$ cat src/common/icache_pkg.sv
package icache_pkg;

    // fetch address and instruction word
    localparam int unsigned ADDR_W = 32;
    localparam int unsigned WORD_W = 32;

    // byte offset inside one word
    localparam int unsigned BYTE_OFF_W = 2;

    // the stored tag is the page number
    // sets * line bytes must stay within one 4 KiB page
    localparam int unsigned TAG_LSB = 12;
    localparam int unsigned TAG_W = ADDR_W - TAG_LSB;

    // addresses with this bit set bypass the cache
    localparam int unsigned UNCACHED_BIT = 31;

    // one tag RAM entry
    typedef struct packed {
        logic             valid;
        logic [TAG_W-1:0] tag;
    } tag_entry_t;

endpackage

$ cat src/cache_ram.sv
module cache_ram #(
    parameter type         entry_t = logic [31:0],
    parameter int unsigned DEPTH   = 16
) (
    input  logic                     clk,
    input  logic [$clog2(DEPTH)-1:0] addr_i,
    input  logic                     we_i,
    input  entry_t                   wdata_i,
    output entry_t                   rdata_o
);

    entry_t mem [DEPTH];

    // one access per cycle, a write shows its new value on the read port
    always_ff @(posedge clk) begin
        if (we_i) begin
            mem[addr_i] <= wdata_i;
            rdata_o     <= wdata_i;
        end else begin
            rdata_o <= mem[addr_i];
        end
    end

endmodule

$ cat src/icache/refill_counter.sv
module refill_counter #(
    parameter int unsigned CNT_W = 4
) (
    input  logic             clk,
    input  logic             rst_n,
    input  logic             clear_i,
    input  logic             step_i,
    input  logic [CNT_W-1:0] limit_i,
    output logic [CNT_W-1:0] count_o,
    output logic             last_o
);

    // final step of the current walk
    assign last_o = (count_o == limit_i);

    always_ff @(posedge clk) begin
        if (!rst_n) begin
            count_o <= '0;
        end else if (clear_i) begin
            count_o <= '0;
        end else if (step_i) begin
            // wrap so the next walk starts from zero
            if (last_o) begin
                count_o <= '0;
            end else begin
                count_o <= count_o + 1'b1;
            end
        end
    end

endmodule

$ cat src/icache/way_lookup.sv
module way_lookup #(
    parameter int unsigned SET_NUM = 16
) (
    input  logic                          clk,
    input  logic                          rst_n,
    input  logic [$clog2(SET_NUM)-1:0]    set_i,
    input  logic [icache_pkg::TAG_W-1:0]  tag_i,
    input  icache_pkg::tag_entry_t        tag0_i,
    input  icache_pkg::tag_entry_t        tag1_i,
    input  logic [icache_pkg::WORD_W-1:0] data0_i,
    input  logic [icache_pkg::WORD_W-1:0] data1_i,
    input  logic                          update_i,
    output logic                          hit_o,
    output logic [icache_pkg::WORD_W-1:0] data_o,
    output logic                          victim_o
);

    import icache_pkg::*;

    logic               hit0;
    logic               hit1;
    logic [SET_NUM-1:0] repl_q;

    // a way hits only with a valid matching entry
    assign hit0 = tag0_i.valid && (tag0_i.tag == tag_i);
    assign hit1 = tag1_i.valid && (tag1_i.tag == tag_i);

    assign hit_o  = hit0 | hit1;
    assign data_o = hit0 ? data0_i : data1_i;

    // one bit per set, points at the next way to refill
    assign victim_o = repl_q[set_i];

    always_ff @(posedge clk) begin
        if (!rst_n) begin
            repl_q <= '0;
        end else if (update_i) begin
            repl_q[set_i] <= ~repl_q[set_i];
        end
    end

endmodule

$ cat src/icache/icache_ctrl.sv
module icache_ctrl #(
    parameter int unsigned SET_NUM    = 16,
    parameter int unsigned LINE_WORDS = 4,
    parameter int unsigned CNT_W      = 4
) (
    input  logic                          clk,
    input  logic                          rst_n,
    input  logic                          flush_i,
    input  logic                          fetch_req_i,
    input  logic [icache_pkg::ADDR_W-1:0] fetch_addr_i,
    output logic                          fetch_ack_o,
    output logic [icache_pkg::WORD_W-1:0] fetch_data_o,
    output logic                          mem_req_o,
    output logic [icache_pkg::ADDR_W-1:0] mem_addr_o,
    input  logic                          mem_ack_i,
    input  logic [icache_pkg::WORD_W-1:0] mem_data_i,
    output logic [$clog2(SET_NUM)-1:0]    ram_set_o,
    output logic [$clog2(LINE_WORDS)-1:0] ram_word_o,
    output logic [1:0]                    tag_we_o,
    output logic [1:0]                    data_we_o,
    output icache_pkg::tag_entry_t        tag_wdata_o,
    output logic [icache_pkg::WORD_W-1:0] data_wdata_o,
    output logic                          cnt_clear_o,
    output logic                          cnt_step_o,
    output logic [CNT_W-1:0]              cnt_limit_o,
    input  logic [CNT_W-1:0]              cnt_count_i,
    input  logic                          cnt_last_i,
    input  logic                          hit_i,
    input  logic [icache_pkg::WORD_W-1:0] hit_data_i,
    input  logic                          victim_i,
    output logic                          replace_o
);

    import icache_pkg::*;

    localparam int unsigned SET_W   = $clog2(SET_NUM);
    localparam int unsigned OFF_W   = $clog2(LINE_WORDS);
    localparam int unsigned SET_LSB = BYTE_OFF_W + OFF_W;

    typedef enum logic [3:0] {
        S_SWEEP,
        S_IDLE,
        S_LOOKUP,
        S_COMPARE,
        S_REFILL_REQ,
        S_REFILL_WAIT,
        S_UNC_REQ,
        S_UNC_WAIT,
        S_ACK
    } state_t;

    state_t            state_q;
    state_t            state_d;
    logic [ADDR_W-1:0] addr_q;
    logic [WORD_W-1:0] data_q;
    logic [SET_W-1:0]  req_set;
    logic [OFF_W-1:0]  req_word;
    logic [1:0]        victim_way;
    logic              fetch_take;
    logic              in_refill;

    assign req_set    = addr_q[SET_LSB +: SET_W];
    assign req_word   = addr_q[BYTE_OFF_W +: OFF_W];
    assign victim_way = victim_i ? 2'b10 : 2'b01;
    assign in_refill  = (state_q == S_REFILL_REQ) || (state_q == S_REFILL_WAIT);

    // flush wins over a fetch raised in the same cycle
    assign fetch_take = (state_q == S_IDLE) && !flush_i && fetch_req_i;

    always_ff @(posedge clk) begin
        if (!rst_n) begin
            state_q <= S_SWEEP;
        end else begin
            state_q <= state_d;
        end
    end

    always_ff @(posedge clk) begin
        if (fetch_take) begin
            addr_q <= fetch_addr_i;
        end
        // hit word or bypass word, held through the ack phase
        if (state_q == S_COMPARE && hit_i) begin
            data_q <= hit_data_i;
        end else if (state_q == S_UNC_REQ && mem_ack_i) begin
            data_q <= mem_data_i;
        end
    end

    always_comb begin
        state_d = state_q;
        case (state_q)
            S_SWEEP: begin
                if (cnt_last_i) begin
                    state_d = S_IDLE;
                end
            end
            S_IDLE: begin
                if (flush_i) begin
                    state_d = S_SWEEP;
                end else if (fetch_req_i) begin
                    state_d = fetch_addr_i[UNCACHED_BIT] ? S_UNC_REQ : S_LOOKUP;
                end
            end
            S_LOOKUP: begin
                state_d = S_COMPARE;
            end
            S_COMPARE: begin
                state_d = hit_i ? S_ACK : S_REFILL_REQ;
            end
            S_REFILL_REQ: begin
                if (mem_ack_i) begin
                    state_d = S_REFILL_WAIT;
                end
            end
            S_REFILL_WAIT: begin
                // after the last word look up again, which now hits
                if (!mem_ack_i) begin
                    state_d = cnt_last_i ? S_LOOKUP : S_REFILL_REQ;
                end
            end
            S_UNC_REQ: begin
                if (mem_ack_i) begin
                    state_d = S_UNC_WAIT;
                end
            end
            S_UNC_WAIT: begin
                if (!mem_ack_i) begin
                    state_d = S_ACK;
                end
            end
            S_ACK: begin
                if (!fetch_req_i) begin
                    state_d = S_IDLE;
                end
            end
            default: begin
                state_d = S_IDLE;
            end
        endcase
    end

    // counter walks sets in the sweep and words in a refill
    assign cnt_clear_o = (state_q == S_IDLE && flush_i) || (state_q == S_COMPARE && !hit_i);
    assign cnt_step_o  = (state_q == S_SWEEP) || (state_q == S_REFILL_WAIT && !mem_ack_i);
    assign cnt_limit_o = (state_q == S_SWEEP) ? CNT_W'(SET_NUM - 1) : CNT_W'(LINE_WORDS - 1);
    assign replace_o   = (state_q == S_REFILL_WAIT) && !mem_ack_i && cnt_last_i;

    always_comb begin
        ram_set_o  = req_set;
        ram_word_o = req_word;
        if (state_q == S_SWEEP) begin
            ram_set_o = cnt_count_i[SET_W-1:0];
        end else if (in_refill) begin
            ram_word_o = cnt_count_i[OFF_W-1:0];
        end
    end

    // sweep writes invalid entries, a refill writes the valid tag
    assign tag_wdata_o.valid = (state_q != S_SWEEP);
    assign tag_wdata_o.tag   = addr_q[ADDR_W-1:TAG_LSB];
    assign data_wdata_o      = mem_data_i;

    always_comb begin
        tag_we_o  = 2'b00;
        data_we_o = 2'b00;
        if (state_q == S_SWEEP) begin
            tag_we_o = 2'b11;
        end else if (state_q == S_REFILL_REQ && mem_ack_i) begin
            data_we_o = victim_way;
            if (cnt_last_i) begin
                tag_we_o = victim_way;
            end
        end
    end

    assign mem_req_o  = (state_q == S_REFILL_REQ) || (state_q == S_UNC_REQ);
    assign mem_addr_o = in_refill ?
        {addr_q[ADDR_W-1:SET_LSB], cnt_count_i[OFF_W-1:0], {BYTE_OFF_W{1'b0}}} :
        {addr_q[ADDR_W-1:BYTE_OFF_W], {BYTE_OFF_W{1'b0}}};

    assign fetch_ack_o  = (state_q == S_ACK);
    assign fetch_data_o = data_q;

endmodule

$ cat src/icache_top.sv
module icache_top #(
    parameter int unsigned SET_NUM    = 16,
    parameter int unsigned LINE_WORDS = 4
) (
    input  logic                          clk,
    input  logic                          rst_n,
    input  logic                          flush_i,
    input  logic                          fetch_req_i,
    input  logic [icache_pkg::ADDR_W-1:0] fetch_addr_i,
    output logic                          fetch_ack_o,
    output logic [icache_pkg::WORD_W-1:0] fetch_data_o,
    output logic                          mem_req_o,
    output logic [icache_pkg::ADDR_W-1:0] mem_addr_o,
    input  logic                          mem_ack_i,
    input  logic [icache_pkg::WORD_W-1:0] mem_data_i
);

    import icache_pkg::*;

    localparam int unsigned SET_W = $clog2(SET_NUM);
    localparam int unsigned OFF_W = $clog2(LINE_WORDS);
    // wide enough for both the sweep and the refill walk
    localparam int unsigned CNT_W = (SET_W > OFF_W) ? SET_W : OFF_W;

    logic [SET_W-1:0]  ram_set;
    logic [OFF_W-1:0]  ram_word;
    logic [1:0]        tag_we;
    logic [1:0]        data_we;
    tag_entry_t        tag_wdata;
    logic [WORD_W-1:0] data_wdata;
    tag_entry_t        tag_rdata0;
    tag_entry_t        tag_rdata1;
    logic [WORD_W-1:0] data_rdata0;
    logic [WORD_W-1:0] data_rdata1;
    logic              cnt_clear;
    logic              cnt_step;
    logic [CNT_W-1:0]  cnt_limit;
    logic [CNT_W-1:0]  cnt_count;
    logic              cnt_last;
    logic              hit;
    logic [WORD_W-1:0] hit_data;
    logic              victim;
    logic              replace;

    icache_ctrl #(
        .SET_NUM   (SET_NUM),
        .LINE_WORDS(LINE_WORDS),
        .CNT_W     (CNT_W)
    ) ctrl0 (
        .clk         (clk),
        .rst_n       (rst_n),
        .flush_i     (flush_i),
        .fetch_req_i (fetch_req_i),
        .fetch_addr_i(fetch_addr_i),
        .fetch_ack_o (fetch_ack_o),
        .fetch_data_o(fetch_data_o),
        .mem_req_o   (mem_req_o),
        .mem_addr_o  (mem_addr_o),
        .mem_ack_i   (mem_ack_i),
        .mem_data_i  (mem_data_i),
        .ram_set_o   (ram_set),
        .ram_word_o  (ram_word),
        .tag_we_o    (tag_we),
        .data_we_o   (data_we),
        .tag_wdata_o (tag_wdata),
        .data_wdata_o(data_wdata),
        .cnt_clear_o (cnt_clear),
        .cnt_step_o  (cnt_step),
        .cnt_limit_o (cnt_limit),
        .cnt_count_i (cnt_count),
        .cnt_last_i  (cnt_last),
        .hit_i       (hit),
        .hit_data_i  (hit_data),
        .victim_i    (victim),
        .replace_o   (replace)
    );

    refill_counter #(
        .CNT_W(CNT_W)
    ) cnt0 (
        .clk    (clk),
        .rst_n  (rst_n),
        .clear_i(cnt_clear),
        .step_i (cnt_step),
        .limit_i(cnt_limit),
        .count_o(cnt_count),
        .last_o (cnt_last)
    );

    // request tag comes from the controller's tag write value
    way_lookup #(
        .SET_NUM(SET_NUM)
    ) lookup0 (
        .clk     (clk),
        .rst_n   (rst_n),
        .set_i   (ram_set),
        .tag_i   (tag_wdata.tag),
        .tag0_i  (tag_rdata0),
        .tag1_i  (tag_rdata1),
        .data0_i (data_rdata0),
        .data1_i (data_rdata1),
        .update_i(replace),
        .hit_o   (hit),
        .data_o  (hit_data),
        .victim_o(victim)
    );

    cache_ram #(
        .entry_t(tag_entry_t),
        .DEPTH  (SET_NUM)
    ) tag_ram0 (
        .clk    (clk),
        .addr_i (ram_set),
        .we_i   (tag_we[0]),
        .wdata_i(tag_wdata),
        .rdata_o(tag_rdata0)
    );

    cache_ram #(
        .entry_t(tag_entry_t),
        .DEPTH  (SET_NUM)
    ) tag_ram1 (
        .clk    (clk),
        .addr_i (ram_set),
        .we_i   (tag_we[1]),
        .wdata_i(tag_wdata),
        .rdata_o(tag_rdata1)
    );

    // data RAMs are addressed by set and word within the line
    cache_ram #(
        .entry_t(logic [WORD_W-1:0]),
        .DEPTH  (SET_NUM * LINE_WORDS)
    ) data_ram0 (
        .clk    (clk),
        .addr_i ({ram_set, ram_word}),
        .we_i   (data_we[0]),
        .wdata_i(data_wdata),
        .rdata_o(data_rdata0)
    );

    cache_ram #(
        .entry_t(logic [WORD_W-1:0]),
        .DEPTH  (SET_NUM * LINE_WORDS)
    ) data_ram1 (
        .clk    (clk),
        .addr_i ({ram_set, ram_word}),
        .we_i   (data_we[1]),
        .wdata_i(data_wdata),
        .rdata_o(data_rdata1)
    );

endmodule

$ cat config.mk
export PLATFORM = sky130hd
export DESIGN_NAME = icache_top
export DESIGN_NICKNAME = d
export VERILOG_FILES = /design/src/common/icache_pkg.sv /design/src/cache_ram.sv /design/src/icache/refill_counter.sv /design/src/icache/way_lookup.sv /design/src/icache/icache_ctrl.sv /design/src/icache_top.sv
export SDC_FILE = /design/constraint.sdc
export NUM_CORES = 2
export LEC_CHECK = 0
export BUFFER_PORTS_ARGS = -buffer_cell sky130_fd_sc_hd__buf_2
export CAP_MARGIN = 20
export CELL_PAD_IN_SITES_DETAIL_PLACEMENT = 1
export CELL_PAD_IN_SITES_GLOBAL_PLACEMENT = 1
export CORE_AREA = 5 5 698 700
export CTS_BUF_LIST = sky130_fd_sc_hd__clkbuf_2 sky130_fd_sc_hd__clkbuf_4 sky130_fd_sc_hd__clkbuf_8
export DETAILED_ROUTE_END_ITERATION = 7
export DIE_AREA = 0 0 703 705
export PLACE_DENSITY = 0.69
export SLEW_MARGIN = 10
export SYNTH_ARGS = -nofsm -noshare
export SYNTH_HDL_FRONTEND = slang
export SYNTH_MEMORY_MAX_BITS = 65536
export SYNTH_SLANG_ARGS = --single-unit
$ cat constraint.sdc
create_clock -name clk -period 5.1 [get_ports clk]
set_input_delay 1.02 -clock clk [delete_from_list [all_inputs] [get_ports clk]]
set_output_delay 1.02 -clock clk [all_outputs]
set_load 0.05 [all_outputs]
==> results.py <==
metrics = {
    "synthesis": {
        "synth_cell_type_count": 72,
        "synth_enable_flop_cells": 4830,
        "yosysWarnings": 0,
        "synth_top_area_cell": "sky130_fd_sc_hd__edfxtp_1",
        "yosys_register_bits": 4860,
        "synth_top_cells_by_count": "sky130_fd_sc_hd__edfxtp_1 (4830), sky130_fd_sc_hd__mux4_2 (1475), sky130_fd_sc_hd__clkbuf_1 (313), sky130_fd_sc_hd__nor2_1 (151), sky130_fd_sc_hd__mux2i_1 (112)",
        "synth_flop_cell": "sky130_fd_sc_hd__edfxtp_1",
        "sequential_element_share_of_the_synthesized_area": 0.781,
        "ys_async_sr_fraction": 0,
        "syn_inst": 7622,
        "synth_area_mm2": 0.187,
        "avg_inst_size_synth_um2": 24.5,
        "synth.area.top_cells": "sky130_fd_sc_hd__edfxtp_1 (78%), sky130_fd_sc_hd__mux4_2 (18%), sky130_fd_sc_hd__clkbuf_1 (0.63%)",
        "synth_top_area_share": 0.777,
        "synth.most_common_cell": "sky130_fd_sc_hd__edfxtp_1",
    },
    "timing": {
        "setup_repair_after_global_routing_missed_its_margin": "no",
        "final_setup_margin_ns": 0.283,
        "period_share": 0.944,
        "finalSetupViolations": 0,
        "max_slew.worst_pin.slew_ns": 1.21,
        "report.final.slew_viol_count": 0,
        "report.final.hold_viol_count": 0,
        "finalCriticalPeriod_ns": 4.82,
        "setup-tns-final_ns": 0,
        "setup_skew_ns": 0.165,
        "fmax_mhz": 208,
        "slew-limit-headroom": 0.194,
    },
    "grt": {
        "maximum_number_of_pins_on_one_net_before_global_route_repair": 122,
        "grt_overflow": 0,
        "first_global_vias": 95000,
        "grtUsageTotal": 0.207,
        "grt_antenna_before_repair": 29,
        "first_pass_grt_wire_length_um": 732000,
    },
    "cells_and_area": {
        "layout-drive-gt1-share": 0.374,
        "final_core_util": 0.446,
        "growth_of_design_area_from_synthesis_to_finish_pct": 14.9,
        "design_area_mm2": 0.214,
        "finalNonFillerCells": 15600,
        "layout.nets": 8610,
        "fillCellCount": 43800,
    },
    "route": {
        "viasPerCell": 5.76,
        "finalWirelength_um": 519000,
        "wl_per_cell_um": 33.3,
        "routed-via-count": 89900,
        "ant_nets": 0,
        "drt-pass1-iter-count": 6,
        "detail_route.drc_violations": 0,
        "drtIter0Drc": 11400,
    },
    "clock_tree": {
        "clock_insertion_delay_worst_skew_ns": 1.32,
        "cts_tree": "yes",
        "clkSinkCount": 4860,
        "clk_pin_slew_worst_paths_ns": 0.07,
        "buffers_inserted_during_post_cts_setup_optimization": 0,
        "tritoncts.num_buffers": 747,
        "h_tree_level_count": 6,
        "clock_path_buffers": 4,
        "cts.root.buffer_cell": "sky130_fd_sc_hd__clkbuf_8",
    },
    "critical_path": {
        "cp_max_fo": 37,
        "worstSetupEndpointType": "flip-flop",
        "critical_path_source_type": "flip-flop",
        "reg2reg_setup_slack_ns": 0.28,
        "required_time_at_the_endpoint_of_the_critical_path_ns": 6.01,
        "crit-reg2reg-capture": "ctrl0.fetch_data_o[8]",
        "worstRegToRegCells": 13,
        "worst-setup-path-type": "reg2reg",
        "timing.critical_path.arrival_ns": 5.73,
        "setup.worst_path.end": "ctrl0.fetch_data_o[8]",
    },
    "die": {
        "ios": 135,
        "design.core.area_mm2": 0.480,
        "die_h_um": 705,
        "die_w_um": 703,
        "die_area_mm2": 0.496,
        "initial_utilization": 0.388,
        "placement_rows": 255,
    },
    "status": {
        "outcome": "completed",
    },
    "job": {
        "cap_viol_max_count": 0,
    },
    "placed_design": {
        "final_weighted_congestion_in_routability_driven_placement": 0.828,
        "dp_hpwl_um": 294000,
        "placed_cells": 14200,
        "place.port_buffers": 130,
        "pre_cts_ws_ns": 0.329,
        "detailed_place.area_mm2": 0.199,
    },
    "power_and_ir_drop": {
        "power_density_cells_mw_per_mm2": 423,
        "p_leak_nw": 66.0,
        "vdd_ir_drop_max_v": 0.000494,
    },
    "hold_path": {
        "worst_hold_path_type": "in2reg",
        "holdCritStartpoint": "mem_data_i[1]",
    },
}
-- sequential cells by signal (all words and copies together), names as in the netlist, named ones only --
register,count
data_ram0.mem,2048
data_ram1.mem,2048
tag_ram0.mem,336
tag_ram1.mem,336
ctrl0.fetch_data_o,32
ctrl0.addr_q,30
lookup0.repl_q,16
cnt0.count_o,4
ctrl0.state_q,4
-- layout by cell type (no fill, tap or decap), types with 14 or more instances in the layout --
cell,instances
sky130_fd_sc_hd__a21oi_1,17
sky130_fd_sc_hd__a22oi_1,22
sky130_fd_sc_hd__a2bb2oi_1,33
sky130_fd_sc_hd__buf_12,115
sky130_fd_sc_hd__buf_2,98
sky130_fd_sc_hd__buf_4,369
sky130_fd_sc_hd__bufinv_16,17
sky130_fd_sc_hd__clkbuf_4,225
sky130_fd_sc_hd__clkbuf_8,755
sky130_fd_sc_hd__clkinv_1,217
sky130_fd_sc_hd__clkinv_2,95
sky130_fd_sc_hd__clkinv_8,14
sky130_fd_sc_hd__dfxtp_1,24
sky130_fd_sc_hd__dlygate4sd3_1,30
sky130_fd_sc_hd__edfxtp_1,4830
sky130_fd_sc_hd__inv_1,38
sky130_fd_sc_hd__mux2_2,21
sky130_fd_sc_hd__mux2i_1,111
sky130_fd_sc_hd__mux4_2,1475
sky130_fd_sc_hd__nand2_1,57
sky130_fd_sc_hd__nand3_1,22
sky130_fd_sc_hd__nand4_1,48
sky130_fd_sc_hd__nor2_1,22
sky130_fd_sc_hd__nor2_4,129
sky130_fd_sc_hd__nor3_1,29
sky130_fd_sc_hd__nor3_2,31
sky130_fd_sc_hd__o211a_1,19
sky130_fd_sc_hd__o31ai_1,33
sky130_fd_sc_hd__xnor2_1,29
sky130_fd_sc_hd__xor2_1,26
-- layer usage --
layer | track usage | vias to the layer above | routed length (um)
li1 | - | 35100 | -
met1 | 0.275 | 49100 | 197000
met2 | 0.337 | 4792 | 254000
met3 | 0.0462 | 896 | 48400
met4 | 0.0719 | 14 | 18700
met5 | 0 | - | 95
-- cell type report --
| type | instances | area, um^2 | area share |
|---|---|---|---|
| antenna | 13 | 32.5 | 0.000152 |
| clock buffer | 980 | 12100 | 0.0564 |
| sequential | 4860 | 146000 | 0.680 |
| inverter | 42 | 163 | 0.000759 |
| timing repair buffer | 615 | 5950 | 0.0277 |
| clock inverter | 384 | 2450 | 0.0115 |
| multi-input combinational | 2274 | 39900 | 0.186 |
| tap | 6425 | 8040 | 0.0375 |
-- cells by family (layout without fill, tap and decap cells) --
| family | after synthesis | count (layout) | synth area share |
|---|---|---|---|
| other | 1 | 15 | 0.0000201 |
| multiplexers | 1608 | 1608 | 0.185 |
| adder cells (fa/ha/maj) | 1 | 1 | 0.0000671 |
| buffers and inverters | 489 | 2021 | 0.0118 |
| flip-flops | 4860 | 4860 | 0.781 |
| AO/OA/AOI/OAI | 201 | 201 | 0.00855 |
| AND/OR/NAND/NOR | 407 | 407 | 0.0109 |
| XOR/XNOR | 55 | 55 | 0.00258 |
-- worst min-delay path by stage --
stage	endpoint	slack, ns	cells after the start
floorplan	lookup0.repl_q[8]	0.47	1
global placement	lookup0.repl_q[9]	0.48	1
detailed placement	lookup0.repl_q[5]	0.49	1
CTS	ctrl0.state_q[3]	0.12	2
global route	data_ram1.mem[9][1]	0.19	1
finish	data_ram1.mem[13][1]	0.21	1
-- critical path, stage by stage (launching register included) --
cell	delay [ns]
sky130_fd_sc_hd__dfxtp_4	0.83
sky130_fd_sc_hd__buf_4	0.35
sky130_fd_sc_hd__buf_12	0.24
sky130_fd_sc_hd__mux4_2	0.54
sky130_fd_sc_hd__a22oi_1	0.23
sky130_fd_sc_hd__nand3_1	0.13
sky130_fd_sc_hd__xor2_1	0.17
sky130_fd_sc_hd__a221o_1	0.33
sky130_fd_sc_hd__nor3_1	0.27
sky130_fd_sc_hd__nand4_4	0.17
sky130_fd_sc_hd__buf_4	0.33
sky130_fd_sc_hd__a21oi_1	0.25
sky130_fd_sc_hd__o21a_2	0.17
sky130_fd_sc_hd__buf_12	0.22
-- per-stage QoR --
stage                     power (mW)  hold WS, ns
after floorplan                 53.7        0.471
after global routing            94.0        0.189
after detailed placement        59.6        0.487
after global placement          59.3        0.484
after CTS                       91.4        0.117
final                           90.7        0.215
-- timing repair --
action / in CTS / in global routing
resized for setup: 0 / 0
setup endpoints to repair: 0 / 0
endpoints found under the hold margin: 30 / 0
hold buffers: 30 / 0
-- report_power, final --
part | total, mW | switching, mW | leakage, nW | internal (mW)
sequential | 45.6 | 0.510 | 43.7 | 45.1
combinational | 13.2 | 8.22 | 14.7 | 4.99
clock | 31.9 | 15.5 | 7.68 | 16.4
No activity file was read; power rests on OpenSTA's default activity.
